--- config.mk ---
export PLATFORM = sky130hd
export DESIGN_NAME = xxh_fsm_flat
export DESIGN_NICKNAME = d
export VERILOG_FILES = /design/src/xxh_pkg.sv /design/src/xxh_ctrl_if.sv /design/src/xxh_fsm.sv /design/src/flat_wrapper.sv
export SDC_FILE = /design/constraint.sdc
export NUM_CORES = 1
export LEC_CHECK = 0
export ABC_AREA = 1
export BUFFER_PORTS_ARGS = -buffer_cell sky130_fd_sc_hd__buf_2
export CAP_MARGIN = 10
export CORE_AREA = 4 4 41 43
export DETAILED_ROUTE_END_ITERATION = 12
export DIE_AREA = 0 0 45 47
export PLACE_DENSITY = 0.42
export SETUP_SLACK_MARGIN = 0.4
export SYNTH_ARGS = -nofsm -noshare
export SYNTH_HDL_FRONTEND = slang
export SYNTH_SLANG_ARGS = --single-unit
--- constraint.sdc ---
create_clock -name clk -period 2.8 [get_ports clk]
set_clock_uncertainty 0.1 [all_clocks]
set_input_delay 0.28 -clock clk [delete_from_list [all_inputs] [get_ports clk]]
set_output_delay 0.28 -clock clk [all_outputs]
set_load 0.01 [all_outputs]
--- src/xxh_pkg.sv ---
`default_nettype none

package xxh_pkg;

	// message words and hash values
	typedef logic [31:0] word_t;

	// byte counts
	typedef logic [31:0] len_t;

	// one of the four stripe lanes
	typedef logic [1:0] lane_idx_t;

	////////////////////////////////////////////////////////////////////////////
	// XXH32 multipliers
	localparam word_t PRIME32_1 = 32'h9E3779B1;
	localparam word_t PRIME32_2 = 32'h85EBCA77;
	localparam word_t PRIME32_3 = 32'hC2B2AE3D;
	localparam word_t PRIME32_4 = 32'h27D4EB2F;
	localparam word_t PRIME32_5 = 32'h165667B1;

	////////////////////////////////////////////////////////////////////////////
	// phases of one message
	typedef enum logic [2:0]
	{
		ST_IDLE   = 3'd0,
		ST_STRIPE = 3'd1,
		ST_TAIL   = 3'd2,
		ST_BYTES  = 3'd3,
		ST_AVAL   = 3'd4,
		ST_DONE   = 3'd5
	} state_t;

	// rotate left, amount 1 to 31
	function automatic word_t rotl32(input word_t x, input logic [4:0] amt);
		return (x << amt) | (x >> (6'd32 - amt));
	endfunction

endpackage

`default_nettype wire

--- src/xxh_ctrl_if.sv ---
`default_nettype none

interface xxh_ctrl_if;

	// copied from the top level
	logic              start;
	xxh_pkg::len_t     length;

	// phase strobes from the fsm
	logic              init_en;
	logic              stripe_en;
	logic              tail_en;
	logic              load_en;
	logic              byte_en;
	logic              aval_en;
	logic              done_pulse;

	// counter results
	// flags describe the count after the current edge
	xxh_pkg::lane_idx_t lane_sel;
	logic              stripes_left;
	logic              words_left;
	logic              bytes_left;
	xxh_pkg::len_t     msg_len;

	modport fsm (
		input  start, stripes_left, words_left, bytes_left,
		output init_en, stripe_en, tail_en, load_en, byte_en, aval_en, done_pulse
	);

	modport counter (
		input  length, init_en, stripe_en, tail_en, byte_en,
		output lane_sel, stripes_left, words_left, bytes_left, msg_len
	);

	modport datapath (
		input  start, length, init_en, stripe_en, tail_en, load_en, byte_en, aval_en,
		input  done_pulse, lane_sel, stripes_left, words_left, bytes_left, msg_len
	);

endinterface

`default_nettype wire

--- src/xxh_fsm.sv ---
`default_nettype none

module xxh_fsm (
	input  logic     clk,
	input  logic     rstN,
	input  logic     data_valid,
	xxh_ctrl_if.fsm  ctl
);

	xxh_pkg::state_t state;
	xxh_pkg::state_t next_state;
	xxh_pkg::state_t phase;

	// partial word sits in the byte shifter
	logic bytes_loaded;

	// where the message stands once this edge has been taken
	always_comb
	begin
		if (ctl.stripes_left)
			phase = xxh_pkg::ST_STRIPE;
		else if (ctl.words_left)
			phase = xxh_pkg::ST_TAIL;
		else if (ctl.bytes_left)
			phase = xxh_pkg::ST_BYTES;
		else
			phase = xxh_pkg::ST_AVAL;
	end

	////////////////////////////////////////////////////////////////////////////
	// strobes and next state
	always_comb
	begin
		ctl.init_en    = 1'b0;
		ctl.stripe_en  = 1'b0;
		ctl.tail_en    = 1'b0;
		ctl.load_en    = 1'b0;
		ctl.byte_en    = 1'b0;
		ctl.aval_en    = 1'b0;
		ctl.done_pulse = 1'b0;
		next_state     = state;
		case (state)
			xxh_pkg::ST_IDLE:
			begin
				ctl.init_en = ctl.start;
				if (ctl.start)
					next_state = phase;
			end
			xxh_pkg::ST_STRIPE:
			begin
				ctl.stripe_en = data_valid;
				next_state    = phase;
			end
			xxh_pkg::ST_TAIL:
			begin
				ctl.tail_en = data_valid;
				next_state  = phase;
			end
			xxh_pkg::ST_BYTES:
			begin
				// wait for the partial word, then one byte per cycle
				ctl.load_en = data_valid && !bytes_loaded;
				ctl.byte_en = bytes_loaded;
				next_state  = phase;
			end
			xxh_pkg::ST_AVAL:
			begin
				ctl.aval_en = 1'b1;
				next_state  = xxh_pkg::ST_DONE;
			end
			xxh_pkg::ST_DONE:
			begin
				ctl.done_pulse = 1'b1;
				next_state     = xxh_pkg::ST_IDLE;
			end
			default:
			begin
				next_state = xxh_pkg::ST_IDLE;
			end
		endcase
	end

	always_ff @(posedge clk or negedge rstN)
	begin
		if (!rstN)
		begin
			state        <= xxh_pkg::ST_IDLE;
			bytes_loaded <= 1'b0;
		end
		else
		begin
			state <= next_state;
			if (ctl.init_en)
				bytes_loaded <= 1'b0;
			else if (ctl.load_en)
				bytes_loaded <= 1'b1;
		end
	end

endmodule

`default_nettype wire

--- src/flat_wrapper.sv ---
// flat-port wrapper written by rule: the top's interface ports become plain ports
module xxh_fsm_flat 
  (clk, rstN, data_valid, ctl_start, ctl_stripes_left, ctl_words_left, ctl_bytes_left, ctl_init_en, ctl_stripe_en, ctl_tail_en, ctl_load_en, ctl_byte_en, ctl_aval_en, ctl_done_pulse);
  xxh_ctrl_if ctl_i ();
  input  logic clk;
  input  logic rstN;
  input  logic data_valid;
  input wire logic [$bits(ctl_i.start)-1:0] ctl_start;
  input wire logic [$bits(ctl_i.stripes_left)-1:0] ctl_stripes_left;
  input wire logic [$bits(ctl_i.words_left)-1:0] ctl_words_left;
  input wire logic [$bits(ctl_i.bytes_left)-1:0] ctl_bytes_left;
  output wire logic [$bits(ctl_i.init_en)-1:0] ctl_init_en;
  output wire logic [$bits(ctl_i.stripe_en)-1:0] ctl_stripe_en;
  output wire logic [$bits(ctl_i.tail_en)-1:0] ctl_tail_en;
  output wire logic [$bits(ctl_i.load_en)-1:0] ctl_load_en;
  output wire logic [$bits(ctl_i.byte_en)-1:0] ctl_byte_en;
  output wire logic [$bits(ctl_i.aval_en)-1:0] ctl_aval_en;
  output wire logic [$bits(ctl_i.done_pulse)-1:0] ctl_done_pulse;
  assign ctl_i.start = ctl_start;
  assign ctl_i.stripes_left = ctl_stripes_left;
  assign ctl_i.words_left = ctl_words_left;
  assign ctl_i.bytes_left = ctl_bytes_left;
  assign ctl_init_en = ctl_i.init_en;
  assign ctl_stripe_en = ctl_i.stripe_en;
  assign ctl_tail_en = ctl_i.tail_en;
  assign ctl_load_en = ctl_i.load_en;
  assign ctl_byte_en = ctl_i.byte_en;
  assign ctl_aval_en = ctl_i.aval_en;
  assign ctl_done_pulse = ctl_i.done_pulse;
  xxh_fsm u_core (.clk(clk), .rstN(rstN), .data_valid(data_valid), .ctl(ctl_i));
endmodule
==> results of run 1 <==
[routing by layer]
layer  vias to the layer above  routed length (µm)  track usage
li1                        168                   -            -
met1                       112                 286       0.0757
met2                         9                 267       0.0932
met3                         0                  61       0.0268
met4                         0                   0       0.0702
met5                         -                   0            0
[synth_stat cells]
master | number | area [µm²]
nor2_1 | 10 | 37.5
nor2_2 | 1 | 6.26
o21ai_0 | 1 | 5.00
nand3_1 | 2 | 10.0
inv_2 | 1 | 3.75
nand2_1 | 15 | 56.3
nor3_1 | 1 | 5.00
nand3b_1 | 1 | 7.51
inv_1 | 10 | 37.5
dfrtp_1 | 4 | 100
[through the flow]
stage | hold slack [ps] | total power, mW
after floorplan | -116 | 0.121
after global placement | -12.4 | 0.146
after detailed placement | -12.5 | 0.144
after CTS | 224 | 0.219
after global routing | 231 | 0.235
final | 218 | 0.213
[critical path, cell delays in order (launching register included)]
cell and delay [ps]:
dfrtp_1 420, inv_2 120, nand2_1 70, nor2_1 90
nand2_1 70, inv_1 50, buf_2 110
[layout by cell type, fill, tap and decap left out, types with 2 or more instances in the layout]
cell	synthesis	layout
inv_1	10	10
dfrtp_1	4	4
clkbuf_4	0	3
nand3_1	2	2
nor2_1	10	10
buf_2	0	13
nand2_1	15	15
[sequential cells by signal (all words and copies together) (netlist names)]
name,cells
u_core.state,3
u_core.bytes_loaded,1
[cells by family after synthesis]
group,after synthesis,synth area share
flip-flops,4,0.372
AND/OR/NAND/NOR,30,0.456
AO/OA/AOI/OAI,1,0.0186
buffers and inverters,11,0.153
[worst max-delay path by stage]
stage                     depth (start not counted)          end  slack, ps
after floorplan                                   5  ctl_load_en       1650
after global placement                            6  ctl_load_en       1510
after detailed placement                          6  ctl_load_en       1500
after CTS                                         6  ctl_load_en       1240
after global routing                              6  ctl_load_en       1170
final                                             6  ctl_load_en       1260
[repair_timing]
| action | 4_1_cts | 5_1_grt |
|---|---|---|
| hold endpoints to repair | 4 | 0 |
| setup buffers | 0 | 0 |
| hold buffers | 1 | 0 |
| gates resized for setup | 0 | 0 |
[power by group]
group | total [mW] | leakage, nW | internal, mW | switching (mW)
Sequential | 0.0837 | 0.0506 | 0.0700 | 0.0136
Combinational | 0.0594 | 0.202 | 0.0250 | 0.0344
Clock | 0.0697 | 0.0138 | 0.0478 | 0.0219
[cell type report]
class / instances / area, µm²
clock buffers: 3 / 22.5
fillers: 152 / 916
inverters: 11 / 41.3
multi-input cells: 31 / 128
flip-flops and latches: 4 / 100
well taps: 15 / 18.8
repair buffers: 14 / 75.1
==> metrics.cfg, run 1 <==
[route]
wl_per_cell_um = 7.87
drtPass1Iterations = 2
drc_errors = 0
antenna_left = 0
vias_per_cell = 3.71
wl_um = 614
drtIter0Drc = 3
via_count = 289

[logic_synthesis]
syn_inst = 46
synthDistinctLibCells = 10
synth_seq_area_share = 0.372
syn_area_per_cell_um2 = 5.85
synth-seq-cells = 4
synthesis.nets = 53
yosysWarnings = 0
syn_area_um2 = 269

[layout]
area.growth.synth_to_final_pct = 43.3
instances_no_fill = 78
n_antenna_cell = 0
drive_gt1_frac = 0.286
final_cell_area_um2 = 385
final_util = 0.296
nNetsFinal = 72

[power_and_ir_drop]
power.density_nw_per_um2 = 552
total_leakage_power_nw = 0.266
ir_drop_mv = 0.203

[setup_path]
crit_arrival_ps = 1160
r2r_end = u_core.bytes_loaded$_DFFE_PN0P_
reg2reg_slack_ps = 1740
reg2reg_from = u_core.state[1]$_DFFE_PN0P_
cp-end-kind = output pin
cp-startpoint = u_core.state[2]$_DFFE_PN0P_
crit_fanout = 6
cp.required_ps = 2420
rr_worst_depth = 4
startpoint_type = flip-flop
criticalPathCategory = reg -> out

[timing]
tns_ps = 0
timing.slew.headroom = 0.871
layout_min_cycle_time_ps = 1540
timing.fmax_ghz = 0.651
fin_ws_ps = 1260
period_share = 0.549
hold_viol = 0
report.final.slew_viol_count = 0
setup_violations = 0
worst_slew_pin_slew_ps = 193
rsz0062_at_grt = false

[min_path]
hold_path_class = in -> reg
holdCritStartpoint = ctl_start
hold_path_end = u_core.state[0]$_DFFE_PN0P_
whs_path_depth = 3

[clock_network]
clkTransAtPathRegs_ps = 40
cts_tree = done
cts_made_buffers = 3
cts_max_level = 1
clock-sinks = 4
root_buffer = clkbuf_4
clk-insertion-delay-late_ps = 230
clock_path_buffers = 2

[die]
coreArea_um2 = 1300
start_util = 0.207
dieArea_um2 = 2120
rows = 13
io_pins = 14
die_y_um = 47
dieWidth_um = 45

[placed_design]
portBuffers = 13
hpwl_um = 509
dp_slack_ps = 1500
dpl_cell_area_um2 = 353
place_inst = 74
gp_congestion = 0.698

[global_routing]
grt_max_degree = 7
antenna_found_initial = 0
grt.overflow.total = 0
grt_pass1_vias = 254
track_usage = 0.0674
grt_pass1_wl_um = 972

[status]
status = completed

[flow_run]
cap_viol_max_count = 0

Note: power is estimated with default switching activity, not from simulation.
==> run 2, diff against run 1 <==
--- a/config.mk
+++ b/config.mk
@@ -5,7 +5,7 @@
 export SDC_FILE = /design/constraint.sdc
 export NUM_CORES = 1
 export LEC_CHECK = 0
-export ABC_AREA = 1
+export ABC_AREA = 0
 export BUFFER_PORTS_ARGS = -buffer_cell sky130_fd_sc_hd__buf_2
 export CAP_MARGIN = 10
 export CORE_AREA = 4 4 41 43
==> constraint.sdc (replaced) <==
create_clock -name clk -period 1.45 [get_ports clk]
set_clock_uncertainty 0.1 [all_clocks]
set_input_delay 0.145 -clock clk [delete_from_list [all_inputs] [get_ports clk]]
set_output_delay 0.145 -clock clk [all_outputs]
set_load 0.01 [all_outputs]
==> run 2 against run 1 <==
  * Sequential share of layout area down 6.2 points
  * Critical path depth shrank 4
  * Via count grew 8.3%
  * Register-to-register slack worse by 1600 ps
  * Routed wire length up 46%
  * Setup slack got worse by 1200 ps
  * Total power increased by 140%
  * Core utilization is 11 points higher
  * Hold slack worse by 220 ps
==> metrics.cfg, run 2 <==
[logic_synthesis]
synthesis.nets = 38
synthDistinctLibCells = 18
synth_compound_area_frac = 0.111
synth_top_area_share = 0.369
synth_area_leaders = dfrtp_1, nor2_1, a211oi_1, nor3b_1, nor4b_2
synth_flop_cell = dfrtp_1
yosys-mux-area-fraction = 0
syn_area_um2 = 272
yosys-top-cells-count = nor2_1, dfrtp_1
synth_top_family_by_area = simple AND/OR/NAND/NOR gates
syn_inst = 31
syn_area_per_cell_um2 = 8.76
yosysWarnings = 0
yosysTopAreaCell = dfrtp_1
synthXorXnorAreaFrac = 0
synthSimpleGateAreaFrac = 0.429
ys_async_sr_fraction = 1.00
synth-seq-cells = 4
synthAdderAreaFrac = 0
synth_edf_count = 0
synth_seq_area_share = 0.369
synth.most_common_cell = nor2_1

[layout]
largest_register = u_core.state
n_antenna_cell = 0
area.growth.synth_to_final_pct = 93.1
reg.largest.list = u_core.state (3), u_core.bytes_loaded (1)
mostFrequentLayoutCell = buf_2
final_util = 0.403
final_cell_area_um2 = 524
nNetsFinal = 62
final_cell_mix = buf_2, buf_6, buf_4
largest_register_ffs = 3
drive_gt1_frac = 0.755

[timing]
layout_min_cycle_time_ps = 1410
hold_viol = 0
worst_slew_pin_slew_ps = 275
period_share = 0.973
report.final.slew_viol_count = 0
rsz0062_at_grt = true
timing.slew.headroom = 0.815
timing.fmax_ghz = 0.709
setup_violations = 0

[setup_path]
startpoint_type = flip-flop
crit_arrival_ps = 1170
crit_family = flip-flops
worst_path_largest_cell_delay_ps = 460
criticalPathCategory = reg -> out
crit_slowest_cell = dfrtp_2
cp.required_ps = 1210
cp_cell_sequence = nor4b_4 > buf_2
cp-end-kind = output pin
path_buf_inv = 1
crit_fanout = 5

[power_and_ir_drop]
total_leakage_power_nw = 0.233
power.density_nw_per_um2 = 966
ir_drop_mv = 0.278

[global_routing]
grt_pass1_wl_um = 1370
track_usage = 0.101
grt_pass1_vias = 305
grt_max_degree = 8
grt.overflow.total = 0
antenna_found_initial = 0

[route]
vias_per_cell = 4.60
wl_per_cell_um = 13.2
wl_um = 895
antenna_left = 0
drtPass1Iterations = 4
drtIter0Drc = 3
drc_errors = 0
via_count = 313

[clock_network]
clkTransAtPathRegs_ps = 40
cts_made_buffers = 3
clock-sinks = 4
clk-insertion-delay-late_ps = 240
cts_max_level = 1
cts_tree = done
clock_path_buffers = 2
root_buffer = clkbuf_4

[die]
dieWidth_um = 45
dieArea_um2 = 2120
start_util = 0.209
die_y_um = 47
rows = 13
io_pins = 14
coreArea_um2 = 1300

[placed_design]
dpl_cell_area_um2 = 363
gp_congestion = 0.712
portBuffers = 13
hpwl_um = 555

[status]
status = completed

[min_path]
hold_path_class = in -> reg

[flow_run]
cap_viol_max_count = 0

## run 2: through the flow
stage          total power, mW  setup WS [ps]  std cells  hold WS, ps  setup TNS [ps]
2_1_floorplan            0.243            295         31         -251               0
3_3_place_gp             0.264            171         56         -143               0
3_5_place_dp             0.267            142         56         -149               0
4_1_cts                  0.467           19.5         64        -11.2               0
5_1_grt                  0.544          -24.1         68         6.00           -29.1
6_report                 0.507           38.8         68         1.74               0
## run 2: final timing paths
| check | start | endpoint | slack (ps) | cells past startpoint |
|---|---|---|---|---|
| min | ctl_stripes_left | u_core.state[1]$_DFFE_PN0P_ | 2 | 2 |
| min in group asynchronous | rstN | u_core.state[0]$_DFFE_PN0P_ | 140 | 2 |
| max reg2reg | u_core.state[2]$_DFFE_PN0P_ | u_core.state[2]$_DFFE_PN0P_ | 130 | 3 |
| max in group asynchronous | rstN | u_core.state[2]$_DFFE_PN0P_ | 980 | 2 |
| min reg2reg | u_core.state[2]$_DFFE_PN0P_ | u_core.state[1]$_DFFE_PN0P_ | 530 | 2 |
| max | u_core.state[1]$_DFFE_PN0P_ | ctl_init_en | 40 | 2 |
## run 2: final cells by class
type                    instances  area [µm²]
fillers                       136         777
multi-input cells              23         225
repair buffers                 22         150
flip-flops and latches          4         104
clock buffers                   3        22.5
well taps                      15        18.8
inverters                       1        3.75
## run 2: report_power, final
part / internal, mW / switching, mW / total [mW] / leakage, nW
combinational: 0.112 / 0.0876 / 0.200 / 0.172
clock: 0.0926 / 0.0464 / 0.139 / 0.0138
sequential: 0.130 / 0.0383 / 0.168 / 0.0476
## run 2: cells by family (layout without fill, tap and decap cells)
family,count (synthesis),count (layout)
compound gates,4,4
buf+inv,4,26
flops,4,4
simple gates,19,19
## run 2: per-layer routing
metal  track usage  up-vias  share of wire
met4         0.123        0          0.026
met2         0.164        9           0.57
met1         0.102      147           0.36
met3        0.0153        2          0.042
met5             0        -              0
li1              -      155              -
## run 2: repair_timing
item | CTS | global route
endpoints found under the hold margin | 5 | 0
pin swaps | 1 | 4
gates resized for setup | 9 | 7
buffers inserted | 4 | 4
endpoints found under the setup margin | 11 | 11
hold buffers | 1 | 0
==> run 3, diff against run 2 <==
--- a/config.mk
+++ b/config.mk
@@ -12,6 +12,7 @@
 export DETAILED_ROUTE_END_ITERATION = 12
 export DIE_AREA = 0 0 45 47
 export PLACE_DENSITY = 0.42
+export REMOVE_ABC_BUFFERS = 1
 export SETUP_SLACK_MARGIN = 0.4
 export SYNTH_ARGS = -nofsm -noshare
 export SYNTH_HDL_FRONTEND = slang
==> run 3 against run 2 <==
  * Routed wire length down 14%
  * Clock power down 3%
  * Sequential power about the same
  * Combinational power down 13%
  * Final cell count up 1.5%
  * First-iteration DRC count down 100%
  * Register-to-register slack worse by 20 ps
  * Final area down 6.2%
  * Clock-buffer cell count unchanged
  * Highest routed layer is now met3
  * Flip-flop and latch count unchanged
==> metrics.cfg, run 3 (synthesized netlist as in run 2, its figures left out) <==
[setup_path]
cp.required_ps = 1210
crit_slowest_cell = dfrtp_2
cp-end-kind = output pin
crit_family = flip-flops
crit_arrival_ps = 1190
cp_cell_sequence = nor4b_4 > buf_2
worst_path_largest_cell_delay_ps = 460
path_buf_inv = 1
criticalPathCategory = reg -> out
startpoint_type = flip-flop
crit_fanout = 5

[layout]
drive_gt1_frac = 0.667
nNetsFinal = 63
mostFrequentLayoutCell = buf_2
largest_register = u_core.state
n_antenna_cell = 0
largest_register_ffs = 3
area.growth.synth_to_final_pct = 81.1
instances_no_fill = 69
final_cell_mix = buf_2, buf_4, nor2_1
reg.largest.list = u_core.state (3), u_core.bytes_loaded (1)

[clock_network]
root_buffer = clkbuf_4
clkTransAtPathRegs_ps = 30
clock_path_buffers = 2
clock-sinks = 4
cts_tree = done
clk-insertion-delay-late_ps = 230
cts_max_level = 1
cts_made_buffers = 3

[timing]
hold_viol = 0
setup_violations = 0
worst_slew_pin_slew_ps = 246
report.final.slew_viol_count = 0
rsz0062_at_grt = true
period_share = 0.992
timing.slew.headroom = 0.835
tns_ps = 0
timing.fmax_ghz = 0.695
layout_min_cycle_time_ps = 1440

[route]
antenna_left = 0
wl_per_cell_um = 11.1
via_count = 305
vias_per_cell = 4.42
drc_errors = 0
wl_um = 766
drtIter0Drc = 0
drtPass1Iterations = 1

[die]
start_util = 0.209
coreArea_um2 = 1300
dieWidth_um = 45
die_y_um = 47
io_pins = 14
rows = 13
dieArea_um2 = 2120

[power_and_ir_drop]
switchingPower_uw = 151
seq_power_share = 0.349
netSwitchingFraction = 0.317
internal_power_uw = 324
ir_drop_mv = 0.470
total_leakage_power_nw = 0.232
power.density_nw_per_um2 = 966
p_comb_frac = 0.366
p_clk_frac = 0.285

[status]
status = completed

[placed_design]
hpwl_um = 462
place_inst = 56
portBuffers = 13
gp_congestion = 0.704

[global_routing]
grt_pass1_vias = 298
grt_pass1_wl_um = 1250
grt.overflow.total = 0
antenna_found_initial = 0
track_usage = 0.0857
grt_max_degree = 11

[min_path]
hold_path_class = in -> reg

[flow_run]
cap_viol_max_count = 0

run 3: what timing repair did:
action                     in CTS  in global routing
pin swaps                       5                  3
hold buffers                    1                  0
hold endpoints to repair        5                  0
setup buffers                   5                  4
setup endpoints to repair      11                 11
gates resized for setup         9                  3
run 3: power by group through the flow:
| stage | Clock (mW) | Sequential (mW) | Combinational [mW] |
|---|---|---|---|
| floorplan | 0 | 0.154 | 0.0531 |
| CTS | 0.144 | 0.165 | 0.132 |
| global placement | 0 | 0.162 | 0.0869 |
| finish | 0.135 | 0.166 | 0.174 |
| global route | 0.153 | 0.169 | 0.191 |
| detailed placement | 0 | 0.161 | 0.0848 |
run 3: stage by stage:
step / total power, mW / instance area, µm² / hold slack [ps] / setup slack [ps] / utilization
after floorplan: 0.207 / 250 / -251 / 245 / -
after global routing: 0.513 / 492 / 3.29 / -56.7 / 0.378
after global placement: 0.249 / 334 / -145 / 183 / 0.257
final: 0.475 / 492 / 6.28 / 10.9 / 0.378
after CTS: 0.441 / 443 / -6.26 / 20.6 / 0.340
after detailed placement: 0.246 / 334 / -146 / 196 / 0.257
run 3: area by class of cell:
cell class / count / area [µm²]
timing repair buffer: 23 / 143
sequential: 4 / 104
multi-input combinational: 23 / 200
tap: 15 / 18.8
clock buffer: 3 / 22.5
inverter: 1 / 3.75
fill: 143 / 810
run 3: layer usage:
layer	share of wire	GRT usage	vias to the layer above
li1	-	-	160
met1	0.43	0.0968	130
met2	0.46	0.130	15
met3	0.11	0.0651	0
met4	0	0.0175	0
met5	0	0	-
run 3: worst paths after layout:
check	startpoint	to	slack (ps)	cells after the start
max	u_core.state[1]$_DFFE_PN0P_	ctl_init_en	10	2
min	ctl_stripes_left	u_core.state[1]$_DFFE_PN0P_	6	2
max reg2reg	u_core.state[1]$_DFFE_PN0P_	u_core.state[0]$_DFFE_PN0P_	110	4
min reg2reg	u_core.bytes_loaded$_DFFE_PN0P_	u_core.bytes_loaded$_DFFE_PN0P_	490	2
max in group asynchronous	rstN	u_core.state[2]$_DFFE_PN0P_	970	2
min in group asynchronous	rstN	u_core.bytes_loaded$_DFFE_PN0P_	150	2
